File: src/verilog/token_engine_macros.svh
`ifndef TOKEN_ENGINE_MACROS_SVH
`define TOKEN_ENGINE_MACROS_SVH

// lanes in the MAC array
`define NUM_LANES 4

// GLB port widths
`define GLB_AW 16
`define GLB_DW 32

// reads allowed in flight before issue stalls
`define MAX_OUTSTANDING 4

// word counters for the stream phase
`define CNT_W 16

`endif

File: src/verilog/engine_cfg_pkg.sv
`include "token_engine_macros.svh"

package engine_cfg_pkg;

    typedef enum logic [1:0] {
        LAYER_CONV = 2'd0,
        LAYER_FC   = 2'd1
    } layer_kind_e;

    // conv view of the descriptor word
    typedef struct packed {
        layer_kind_e kind;
        logic [3:0]  oc_real;
        logic [7:0]  in_c;
        logic [7:0]  in_r;
        logic [9:0]  spare;
    } conv_desc_t;

    // fc view, kind and oc_real line up with the conv view
    typedef struct packed {
        layer_kind_e kind;
        logic [3:0]  oc_real;
        logic [15:0] in_len;
        logic [9:0]  spare;
    } fc_desc_t;

    typedef union packed {
        conv_desc_t conv;
        fc_desc_t   fc;
    } pass_desc_u;

    typedef struct packed {
        pass_desc_u          desc;
        logic [`GLB_AW-1:0]  weight_base;
        logic [`GLB_AW-1:0]  ifmap_base;
        logic [`GLB_AW-1:0]  opsum_base;
    } pass_cmd_t;

    typedef struct packed {
        layer_kind_e                kind;
        logic [`CNT_W-1:0]          stream_words;
        logic [`NUM_LANES-1:0]      lane_mask;
        logic [`NUM_LANES-1:0][1:0] byte_select;   // byte of the ifmap word per lane
        logic [`GLB_AW-1:0]         weight_base;
        logic [`GLB_AW-1:0]         ifmap_base;
        logic [`GLB_AW-1:0]         opsum_base;
    } pass_cfg_t;

endpackage

File: src/verilog/glb_bus_pkg.sv
`include "token_engine_macros.svh"

package glb_bus_pkg;

    // one request word, reads have we low
    typedef struct packed {
        logic               we;
        logic [`GLB_AW-1:0] addr;
        logic [`GLB_DW-1:0] wdata;
    } glb_req_t;

    typedef struct packed {
        logic [`GLB_DW-1:0] rdata;
    } glb_rsp_t;

    // what a read response is for
    typedef enum logic {
        TAG_WEIGHT = 1'b0,
        TAG_STREAM = 1'b1
    } rsp_tag_e;

endpackage

File: src/verilog/pass_decoder.sv
`timescale 1ns/1ps
`include "token_engine_macros.svh"

module pass_decoder
    import engine_cfg_pkg::*;
(
    input  logic      clk,
    input  logic      rst_i,
    input  logic      cmd_valid_i,
    output logic      cmd_ready_o,
    input  pass_cmd_t cmd_i,
    input  logic      busy_i,
    output pass_cfg_t cfg_o,
    output logic      start_o
);

    pass_desc_u        desc;
    layer_kind_e       kind;
    logic [3:0]        oc_real;
    logic [`CNT_W-1:0] in_c_ext;
    logic [`CNT_W-1:0] in_r_ext;
    pass_cfg_t         cfg_d;
    logic              cmd_fire;

    assign desc    = cmd_i.desc;
    assign kind    = desc.conv.kind;     // same bits in the fc view
    assign oc_real = desc.conv.oc_real;

    // start_o covers the cycle before the sequencer reports busy
    assign cmd_ready_o = !busy_i && !start_o;
    assign cmd_fire    = cmd_valid_i && cmd_ready_o;

    always_comb begin
        in_c_ext = desc.conv.in_c;
        in_r_ext = desc.conv.in_r;

        cfg_d.kind        = kind;
        cfg_d.weight_base = cmd_i.weight_base;
        cfg_d.ifmap_base  = cmd_i.ifmap_base;
        cfg_d.opsum_base  = cmd_i.opsum_base;

        if (kind == LAYER_FC) begin
            cfg_d.stream_words = desc.fc.in_len;
        end else begin
            cfg_d.stream_words = in_c_ext * in_r_ext;   // one word per pixel
        end

        for (int l = 0; l < `NUM_LANES; l++) begin
            cfg_d.lane_mask[l]   = (l < oc_real);        // saturates at all lanes
            cfg_d.byte_select[l] = (kind == LAYER_FC) ? 2'd0 : 2'(l);
        end
    end

    always_ff @(posedge clk) begin
        if (rst_i) begin
            start_o <= 1'b0;
        end else begin
            start_o <= cmd_fire;
        end
    end

    // config holds until the next accepted command
    always_ff @(posedge clk) begin
        if (cmd_fire) begin
            cfg_o <= cfg_d;
        end
    end

    // accepted command starts the sequencer, which then blocks a second one
    a_accept_then_busy: assert property (@(posedge clk) disable iff (rst_i)
        cmd_fire |=> start_o ##1 (busy_i && !cmd_fire));

endmodule

File: src/verilog/phase_sequencer.sv
`timescale 1ns/1ps
`include "token_engine_macros.svh"

module phase_sequencer
    import engine_cfg_pkg::*;
    import glb_bus_pkg::*;
(
    input  logic                               clk,
    input  logic                               rst_i,
    input  logic                               start_i,
    input  pass_cfg_t                          cfg_i,
    input  logic [`NUM_LANES-1:0][`GLB_DW-1:0] acc_i,
    input  logic                               tracker_idle_i,
    output logic                               issue_valid_o,
    input  logic                               issue_ready_i,
    output glb_req_t                           issue_req_o,
    output rsp_tag_e                           issue_tag_o,
    output logic                               clear_acc_o,
    output logic                               busy_o,
    output logic                               pass_done_o
);

    localparam int LANE_W = $clog2(`NUM_LANES);

    typedef enum logic [2:0] {
        IDLE,
        LOAD_WEIGHT,
        STREAM,
        WAIT_DRAIN,
        WRITEBACK,
        DONE
    } state_e;

    state_e                state_q;
    logic [`CNT_W-1:0]     cnt_q;       // words issued in this phase
    logic [`NUM_LANES-1:0] pend_q;      // lanes still to write back
    logic [LANE_W-1:0]     wb_lane;
    logic                  issue_fire;
    logic                  last_weight;
    logic                  last_word;
    logic                  last_lane;

    assign issue_fire  = issue_valid_o && issue_ready_i;
    assign last_weight = (cnt_q == (`NUM_LANES - 1));
    assign last_word   = (cnt_q == cfg_i.stream_words - 1'b1);
    assign last_lane   = ((pend_q & (pend_q - 1'b1)) == '0);   // one bit left

    // lowest pending lane, masked lanes never enter pend_q
    always_comb begin
        wb_lane = '0;
        for (int l = `NUM_LANES - 1; l >= 0; l--) begin
            if (pend_q[l]) begin
                wb_lane = LANE_W'(l);
            end
        end
    end

    always_comb begin
        issue_valid_o = 1'b0;
        issue_req_o   = '0;
        issue_tag_o   = TAG_STREAM;
        case (state_q)
            LOAD_WEIGHT: begin
                issue_valid_o    = 1'b1;
                issue_req_o.addr = cfg_i.weight_base + cnt_q;
                issue_tag_o      = TAG_WEIGHT;
            end
            STREAM: begin
                issue_valid_o    = 1'b1;
                issue_req_o.addr = cfg_i.ifmap_base + cnt_q;
            end
            WRITEBACK: begin
                issue_valid_o     = |pend_q;
                issue_req_o.we    = 1'b1;
                issue_req_o.addr  = cfg_i.opsum_base + wb_lane;
                issue_req_o.wdata = acc_i[wb_lane];
            end
            default: begin
            end
        endcase
    end

    always_ff @(posedge clk) begin
        if (rst_i) begin
            state_q <= IDLE;
            cnt_q   <= '0;
            pend_q  <= '0;
        end else begin
            case (state_q)
                IDLE: begin
                    if (start_i) begin
                        state_q <= LOAD_WEIGHT;
                        cnt_q   <= '0;
                    end
                end
                LOAD_WEIGHT: begin
                    if (issue_fire) begin
                        cnt_q <= last_weight ? '0 : cnt_q + 1'b1;
                        if (last_weight) begin
                            state_q <= (cfg_i.stream_words == '0) ? WAIT_DRAIN : STREAM;
                        end
                    end
                end
                STREAM: begin
                    if (issue_fire) begin
                        cnt_q <= cnt_q + 1'b1;
                        if (last_word) state_q <= WAIT_DRAIN;
                    end
                end
                WAIT_DRAIN: begin
                    // all reads back, accumulators settle the same cycle
                    if (tracker_idle_i) begin
                        state_q <= WRITEBACK;
                        pend_q  <= cfg_i.lane_mask;
                    end
                end
                WRITEBACK: begin
                    if (pend_q == '0) begin
                        state_q <= DONE;             // no active lanes
                    end else if (issue_fire) begin
                        pend_q <= pend_q & (pend_q - 1'b1);
                        if (last_lane) state_q <= DONE;
                    end
                end
                DONE: state_q <= IDLE;
                default: state_q <= IDLE;
            endcase
        end
    end

    assign clear_acc_o = (state_q == IDLE) && start_i;
    assign busy_o      = (state_q != IDLE);
    assign pass_done_o = (state_q == DONE);

    // a stalled request must not move until the GLB takes it
    a_issue_stable: assert property (@(posedge clk) disable iff (rst_i)
        issue_valid_o && !issue_ready_i |=>
            issue_valid_o && $stable(issue_req_o) && $stable(issue_tag_o));

endmodule

File: src/verilog/lane_mac_array.sv
`timescale 1ns/1ps
`include "token_engine_macros.svh"

module lane_mac_array (
    input  logic                               clk,
    input  logic                               rst_i,
    input  logic                               clear_i,
    input  logic                               wgt_we_i,
    input  logic [$clog2(`NUM_LANES)-1:0]      wgt_lane_i,
    input  logic [`GLB_DW-1:0]                 wgt_data_i,
    input  logic                               acc_en_i,
    input  logic [`GLB_DW-1:0]                 acc_data_i,
    input  logic [`NUM_LANES-1:0][1:0]         byte_select_i,
    output logic [`NUM_LANES-1:0][`GLB_DW-1:0] acc_o
);

    logic [7:0]                   wgt_q [`NUM_LANES];
    logic [`NUM_LANES-1:0][15:0]  prod;

    // only the low byte of a weight word is kept
    always_ff @(posedge clk) begin
        if (wgt_we_i) begin
            wgt_q[wgt_lane_i] <= wgt_data_i[7:0];
        end
    end

    always_comb begin
        for (int l = 0; l < `NUM_LANES; l++) begin
            prod[l] = wgt_q[l] * acc_data_i[{byte_select_i[l], 3'b000} +: 8];
        end
    end

    // 32-bit accumulators wrap on overflow
    always_ff @(posedge clk) begin
        if (rst_i || clear_i) begin
            acc_o <= '0;
        end else if (acc_en_i) begin
            for (int l = 0; l < `NUM_LANES; l++) begin
                acc_o[l] <= acc_o[l] + prod[l];
            end
        end
    end

endmodule

File: src/verilog/glb_request_tracker.sv
`timescale 1ns/1ps
`include "token_engine_macros.svh"

module glb_request_tracker
    import glb_bus_pkg::*;
(
    input  logic                          clk,
    input  logic                          rst_i,
    input  logic                          issue_valid_i,
    output logic                          issue_ready_o,
    input  glb_req_t                      issue_req_i,
    input  rsp_tag_e                      issue_tag_i,
    output logic                          glb_req_valid_o,
    input  logic                          glb_req_ready_i,
    output glb_req_t                      glb_req_o,
    input  logic                          glb_rsp_valid_i,
    input  glb_rsp_t                      glb_rsp_i,
    output logic                          wgt_we_o,
    output logic [$clog2(`NUM_LANES)-1:0] wgt_lane_o,
    output logic [`GLB_DW-1:0]            wgt_data_o,
    output logic                          acc_en_o,
    output logic [`GLB_DW-1:0]            acc_data_o,
    output logic                          idle_o
);

    localparam int PTR_W = $clog2(`MAX_OUTSTANDING);
    localparam int OST_W = $clog2(`MAX_OUTSTANDING + 1);

    rsp_tag_e                      tag_q [`MAX_OUTSTANDING];
    logic [PTR_W-1:0]              wr_ptr_q;
    logic [PTR_W-1:0]              rd_ptr_q;
    logic [OST_W-1:0]              ost_q;     // reads in flight
    logic [$clog2(`NUM_LANES)-1:0] wlane_q;   // next lane to get a weight
    logic                          can_issue;
    logic                          rd_fire;
    rsp_tag_e                      head_tag;

    // writes never wait on the read credit
    assign can_issue       = issue_req_i.we || (ost_q < `MAX_OUTSTANDING);
    assign glb_req_valid_o = issue_valid_i && can_issue;
    assign issue_ready_o   = glb_req_ready_i && can_issue;
    assign glb_req_o       = issue_req_i;
    assign rd_fire         = glb_req_valid_o && glb_req_ready_i && !issue_req_i.we;

    assign head_tag = tag_q[rd_ptr_q];   // responses come back in order

    always_ff @(posedge clk) begin
        if (rd_fire) begin
            tag_q[wr_ptr_q] <= issue_tag_i;
        end
    end

    always_ff @(posedge clk) begin
        if (rst_i) begin
            wr_ptr_q <= '0;
            rd_ptr_q <= '0;
            ost_q    <= '0;
            wlane_q  <= '0;
        end else begin
            if (rd_fire) wr_ptr_q <= wr_ptr_q + 1'b1;
            if (glb_rsp_valid_i) rd_ptr_q <= rd_ptr_q + 1'b1;
            if (wgt_we_o) wlane_q <= wlane_q + 1'b1;   // wraps once per pass
            case ({rd_fire, glb_rsp_valid_i})
                2'b10: ost_q <= ost_q + 1'b1;
                2'b01: ost_q <= ost_q - 1'b1;
                default: begin
                end
            endcase
        end
    end

    // response goes straight to the lanes
    assign wgt_we_o   = glb_rsp_valid_i && (head_tag == TAG_WEIGHT);
    assign wgt_lane_o = wlane_q;
    assign wgt_data_o = glb_rsp_i.rdata;
    assign acc_en_o   = glb_rsp_valid_i && (head_tag == TAG_STREAM);
    assign acc_data_o = glb_rsp_i.rdata;
    assign idle_o     = (ost_q == '0);

    a_no_stray_rsp: assert property (@(posedge clk) disable iff (rst_i)
        glb_rsp_valid_i |-> ost_q != '0);

    a_no_overflow: assert property (@(posedge clk) disable iff (rst_i)
        ost_q <= `MAX_OUTSTANDING);

endmodule

File: src/verilog/token_engine.sv
`timescale 1ns/1ps
`include "token_engine_macros.svh"

module token_engine
    import engine_cfg_pkg::*;
    import glb_bus_pkg::*;
(
    input  logic      clk,
    input  logic      rst_i,
    input  logic      cmd_valid_i,
    output logic      cmd_ready_o,
    input  pass_cmd_t cmd_i,
    output logic      glb_req_valid_o,
    input  logic      glb_req_ready_i,
    output glb_req_t  glb_req_o,
    input  logic      glb_rsp_valid_i,
    input  glb_rsp_t  glb_rsp_i,
    output logic      pass_done_o
);

    pass_cfg_t                          cfg;
    logic                               start;
    logic                               busy;
    logic [`NUM_LANES-1:0][`GLB_DW-1:0] acc;
    logic                               clear_acc;

    // sequencer to tracker
    logic                               issue_valid;
    logic                               issue_ready;
    glb_req_t                           issue_req;
    rsp_tag_e                           issue_tag;
    logic                               tracker_idle;

    // tracker to lanes
    logic                               wgt_we;
    logic [$clog2(`NUM_LANES)-1:0]      wgt_lane;
    logic [`GLB_DW-1:0]                 wgt_data;
    logic                               acc_en;
    logic [`GLB_DW-1:0]                 acc_data;

    pass_decoder u_pass_decoder (
        .clk         (clk),
        .rst_i       (rst_i),
        .cmd_valid_i (cmd_valid_i),
        .cmd_ready_o (cmd_ready_o),
        .cmd_i       (cmd_i),
        .busy_i      (busy),
        .cfg_o       (cfg),
        .start_o     (start)
    );

    phase_sequencer u_phase_sequencer (
        .clk            (clk),
        .rst_i          (rst_i),
        .start_i        (start),
        .cfg_i          (cfg),
        .acc_i          (acc),
        .tracker_idle_i (tracker_idle),
        .issue_valid_o  (issue_valid),
        .issue_ready_i  (issue_ready),
        .issue_req_o    (issue_req),
        .issue_tag_o    (issue_tag),
        .clear_acc_o    (clear_acc),
        .busy_o         (busy),
        .pass_done_o    (pass_done_o)
    );

    lane_mac_array u_lane_mac_array (
        .clk           (clk),
        .rst_i         (rst_i),
        .clear_i       (clear_acc),
        .wgt_we_i      (wgt_we),
        .wgt_lane_i    (wgt_lane),
        .wgt_data_i    (wgt_data),
        .acc_en_i      (acc_en),
        .acc_data_i    (acc_data),
        .byte_select_i (cfg.byte_select),
        .acc_o         (acc)
    );

    glb_request_tracker u_glb_request_tracker (
        .clk             (clk),
        .rst_i           (rst_i),
        .issue_valid_i   (issue_valid),
        .issue_ready_o   (issue_ready),
        .issue_req_i     (issue_req),
        .issue_tag_i     (issue_tag),
        .glb_req_valid_o (glb_req_valid_o),
        .glb_req_ready_i (glb_req_ready_i),
        .glb_req_o       (glb_req_o),
        .glb_rsp_valid_i (glb_rsp_valid_i),
        .glb_rsp_i       (glb_rsp_i),
        .wgt_we_o        (wgt_we),
        .wgt_lane_o      (wgt_lane),
        .wgt_data_o      (wgt_data),
        .acc_en_o        (acc_en),
        .acc_data_o      (acc_data),
        .idle_o          (tracker_idle)
    );

endmodule

File: config.mk
export PLATFORM = sky130hd
export DESIGN_NAME = token_engine
export DESIGN_NICKNAME = d
export VERILOG_FILES = /design/src/verilog/engine_cfg_pkg.sv /design/src/verilog/glb_bus_pkg.sv /design/src/verilog/pass_decoder.sv /design/src/verilog/phase_sequencer.sv /design/src/verilog/lane_mac_array.sv /design/src/verilog/glb_request_tracker.sv /design/src/verilog/token_engine.sv
export VERILOG_INCLUDE_DIRS = /design/src /design/src/verilog
export SDC_FILE = /design/constraint.sdc
export NUM_CORES = 1
export LEC_CHECK = 0
export ABC_AREA = 1
export BUFFER_PORTS_ARGS = -buffer_cell sky130_fd_sc_hd__buf_4
export CORE_AREA = 5 5 248 202
export DETAILED_ROUTE_END_ITERATION = 16
export DIE_AREA = 0 0 253 207
export GPL_TIMING_DRIVEN = 1
export PLACE_DENSITY = 0.75
export SKIP_LAST_GASP = 1
export SYNTH_ARGS = -nofsm -noshare
export SYNTH_HDL_FRONTEND = slang
export SYNTH_SLANG_ARGS = --single-unit
File: constraint.sdc
create_clock -name clk -period 4.8 [get_ports clk]
set_clock_uncertainty 0.15 [all_clocks]
set_input_delay 0.72 -clock clk [delete_from_list [all_inputs] [get_ports clk]]
set_output_delay 0.72 -clock clk [all_outputs]
set_load 0.005 [all_outputs]
==> results.ini <==
[logic_synthesis]
synth_area_leaders = fa_1 (18%), dfxtp_1 (12%), edfxtp_1 (12%), inv_1 (11%), ha_1 (11%)
yosysWarningCount = 0
avgSynthCellArea_um2 = 7.46
synth_area_um2 = 26600
synth-edff-count = 105
ys.flop_type = dfxtp_1
synth_top_area_share_pct = 18.0
yosys_register_bits = 268
syn-num-nets = 4149
synth.distinct_cells = 54
async_flop_share_pct = 0
synth_area_leader_cell = fa_1
postSynthCellCount = 3565
yosysSeqAreaShare_pct = 24.1

[global_routing]
grt_max_degree = 60
grt_pass1_wl_mm = 124
antenna_found_initial = 2
grt_use_total_pct = 29.0
grt_pass1_vias = 24000
grt-ovfl-total = 0

[detailed_routing]
dr.first_iter.drc_count = 2307
routed_wl_mm = 78.4
drtPass1Iterations = 6
vias = 24600
drc = 0
avgViaCountPerCell = 5.33
routedWlPerCell_um = 17.0
postRouteAntennaNets = 0

[placed_design]
place.gp.congestion = 1.02
dp_hpwl_mm = 59.8
io_buffers = 158
post-place-ws_ns = -0.605

[die]
die_h_um = 207
rows = 72
die_w_um = 253
die-area_um2 = 52400
initial_utilization_pct = 55.9
coreArea_um2 = 47600
ios = 169

[worst_setup_path]
max_stage_delay_ns = 0.52
cp.required_ns = 5.21
crit_family = adder cells
cp.arrival_ns = 5.51
cp_max_fo = 7
cp-start-kind = flip-flop
cp_num_buf_inv = 11
worst_path_max_delay_cell = fa_1
criticalPathCategory = reg -> reg
endpoint_kind = flip-flop

[clock_network]
clock-sinks = 268
htree_levels = 1
cts_tree = yes
clk_pin_slew_worst_paths_ns = 0.07
cts_root_buf = clkbuf_16
ctsHoldBuffers = 0
cts_buffers = 30
clockBufferDepth = 3
clock_latency_ns = 0.62

[sta]
relSlewSlack_pct = 35.7
min_period_ns = 5.10
fin_crit_sh_pct = 106
worstMarginPinSlew_ns = 0.962
rsz0062_at_grt = true
setup_slack_ns = -0.304
hold_viol_final = 0
setup_tns_ns = -11.22
setup_violations = 63
slew_violations = 0
fmax_mhz = 196

[finish]
final_cell_mix = inv_1 (760), nand2_1 (606), buf_4 (432)
final_nets = 4554
layout_commonest_cell = inv_1
layout-drive-gt1-share_pct = 21.8
antenna_cells = 0
syn2layout_area_growth_pct = 25.4

[pwr]
peakVddDrop_mv = 0.696
leakage_nw = 16.7
powerDensity_nw_per_um2 = 709

[run_status]
violations = setup timing
status = finished, violations left

[job]
maxCapViolations = 0

[worst_hold_path]
hold_class = in -> reg

## metrics by stage
| stage | cells | power, W | instance area, um^2 | utilization, % | hold slack [ns] |
|---|---|---|---|---|---|
| after global routing | 4623 | 0.0256 | 33400 | 70.2 | 0.102 |
| after CTS | 4589 | 0.0217 | 32400 | 68.1 | 0.0960 |
| after floorplan | 3565 | 0.0122 | 26800 | - | 0.262 |
| after detailed placement | 4512 | 0.0176 | 30400 | 64.0 | 0.282 |
| final | 4623 | 0.0237 | 33400 | 70.2 | 0.117 |
| after global placement | 4512 | 0.0174 | 30400 | 64.0 | 0.279 |
## worst reg2reg max path: cells and delay by family, from the launching register on
kind | cells | cell delay, ns
XOR/XNOR | 1 | 0.16
AO/OA/AOI/OAI | 4 | 0.43
AND/OR/NAND/NOR | 7 | 0.59
flip-flops | 1 | 0.47
adder cells (fa/ha/maj) | 5 | 2.29
buffers and inverters | 11 | 1.02
## synth_stat cells, types with 7 or more instances
cell type,number
buf_1,7
buf_2,7
xnor2_1,27
fa_1,239
or2_2,18
o21bai_1,15
nand2_1,688
o211ai_1,21
nor4_1,8
dfxtp_1,163
nand3_1,129
edfxtp_1,105
a21o_1,14
nor3_1,46
o21a_1,8
a31oi_1,11
nand4_1,34
xor2_1,38
o21ai_0,231
a21oi_1,291
clkbuf_1,85
ha_1,228
nor2_1,270
inv_1,805
## cell type report
class / count / area, um^2
repair buffers: 473 / 3800
inverters: 816 / 3090
multi-input cells: 2381 / 18200
clock buffers: 42 / 857
clock inverters: 14 / 190
fillers: 3734 / 14200
flip-flops and latches: 268 / 6420
well taps: 629 / 787
## final timing paths
path	from	endpoint	slack, ns	depth (start not counted)
max	u_pass_decoder.cfg_o[54]	u_lane_mac_array.acc_o[93]	-0.30	28
min reg2reg	u_glb_request_tracker.rd_ptr_q[1]	u_glb_request_tracker.rd_ptr_q[1]	0.30	1
min	cmd_i[8]	u_pass_decoder.cfg_o[8]	0.12	1
max reg2reg	u_pass_decoder.cfg_o[54]	u_lane_mac_array.acc_o[93]	-0.30	28
## registers in the layout (all words and copies together) (netlist names), named ones only
name / cells
u_lane_mac_array.acc_o: 128
u_pass_decoder.cfg_o: 69
u_lane_mac_array.wgt_q: 32
u_phase_sequencer.cnt_q: 16
u_glb_request_tracker.tag_q: 4
u_phase_sequencer.pend_q: 4
u_glb_request_tracker.ost_q: 3
u_phase_sequencer.state_q: 3
u_glb_request_tracker.rd_ptr_q: 2
u_glb_request_tracker.wgt_lane_o: 2
u_glb_request_tracker.wr_ptr_q: 2
u_pass_decoder.start_o: 1
## per-layer routing
metal  global-route usage (%)  part of all wire (%)
met4                     7.30                   3.2
met3                     6.31                   9.7
met5                        0                 0.017
met1                     43.7                    45
met2                     42.6                    42
## cells by family after synthesis
family / after synthesis / synth area share [%]
AND/OR/NAND/NOR: 1217 / 19.1
buffers and inverters: 916 / 13.0
AO/OA/AOI/OAI: 629 / 12.8
adder cells (fa/ha/maj): 467 / 28.7
flip-flops: 268 / 24.1
XOR/XNOR: 65 / 2.14
multiplexers: 3 / 0.113
## report_power, final
| part | switching (W) | internal (W) | leakage, nW |
|---|---|---|---|
| Sequential | 0.000362 | 0.00287 | 2.30 |
| Combinational | 0.00983 | 0.00817 | 13.9 |
| Clock | 0.00102 | 0.00142 | 0.496 |
## timing repair
action / 4_1_cts / 5_1_grt
resized for setup: 212 / 195
setup endpoints to repair: 72 / 92
gates cloned: 0 / 1
setup buffers: 23 / 34
pin swaps: 79 / 113
(Power assumes the default switching activity.)
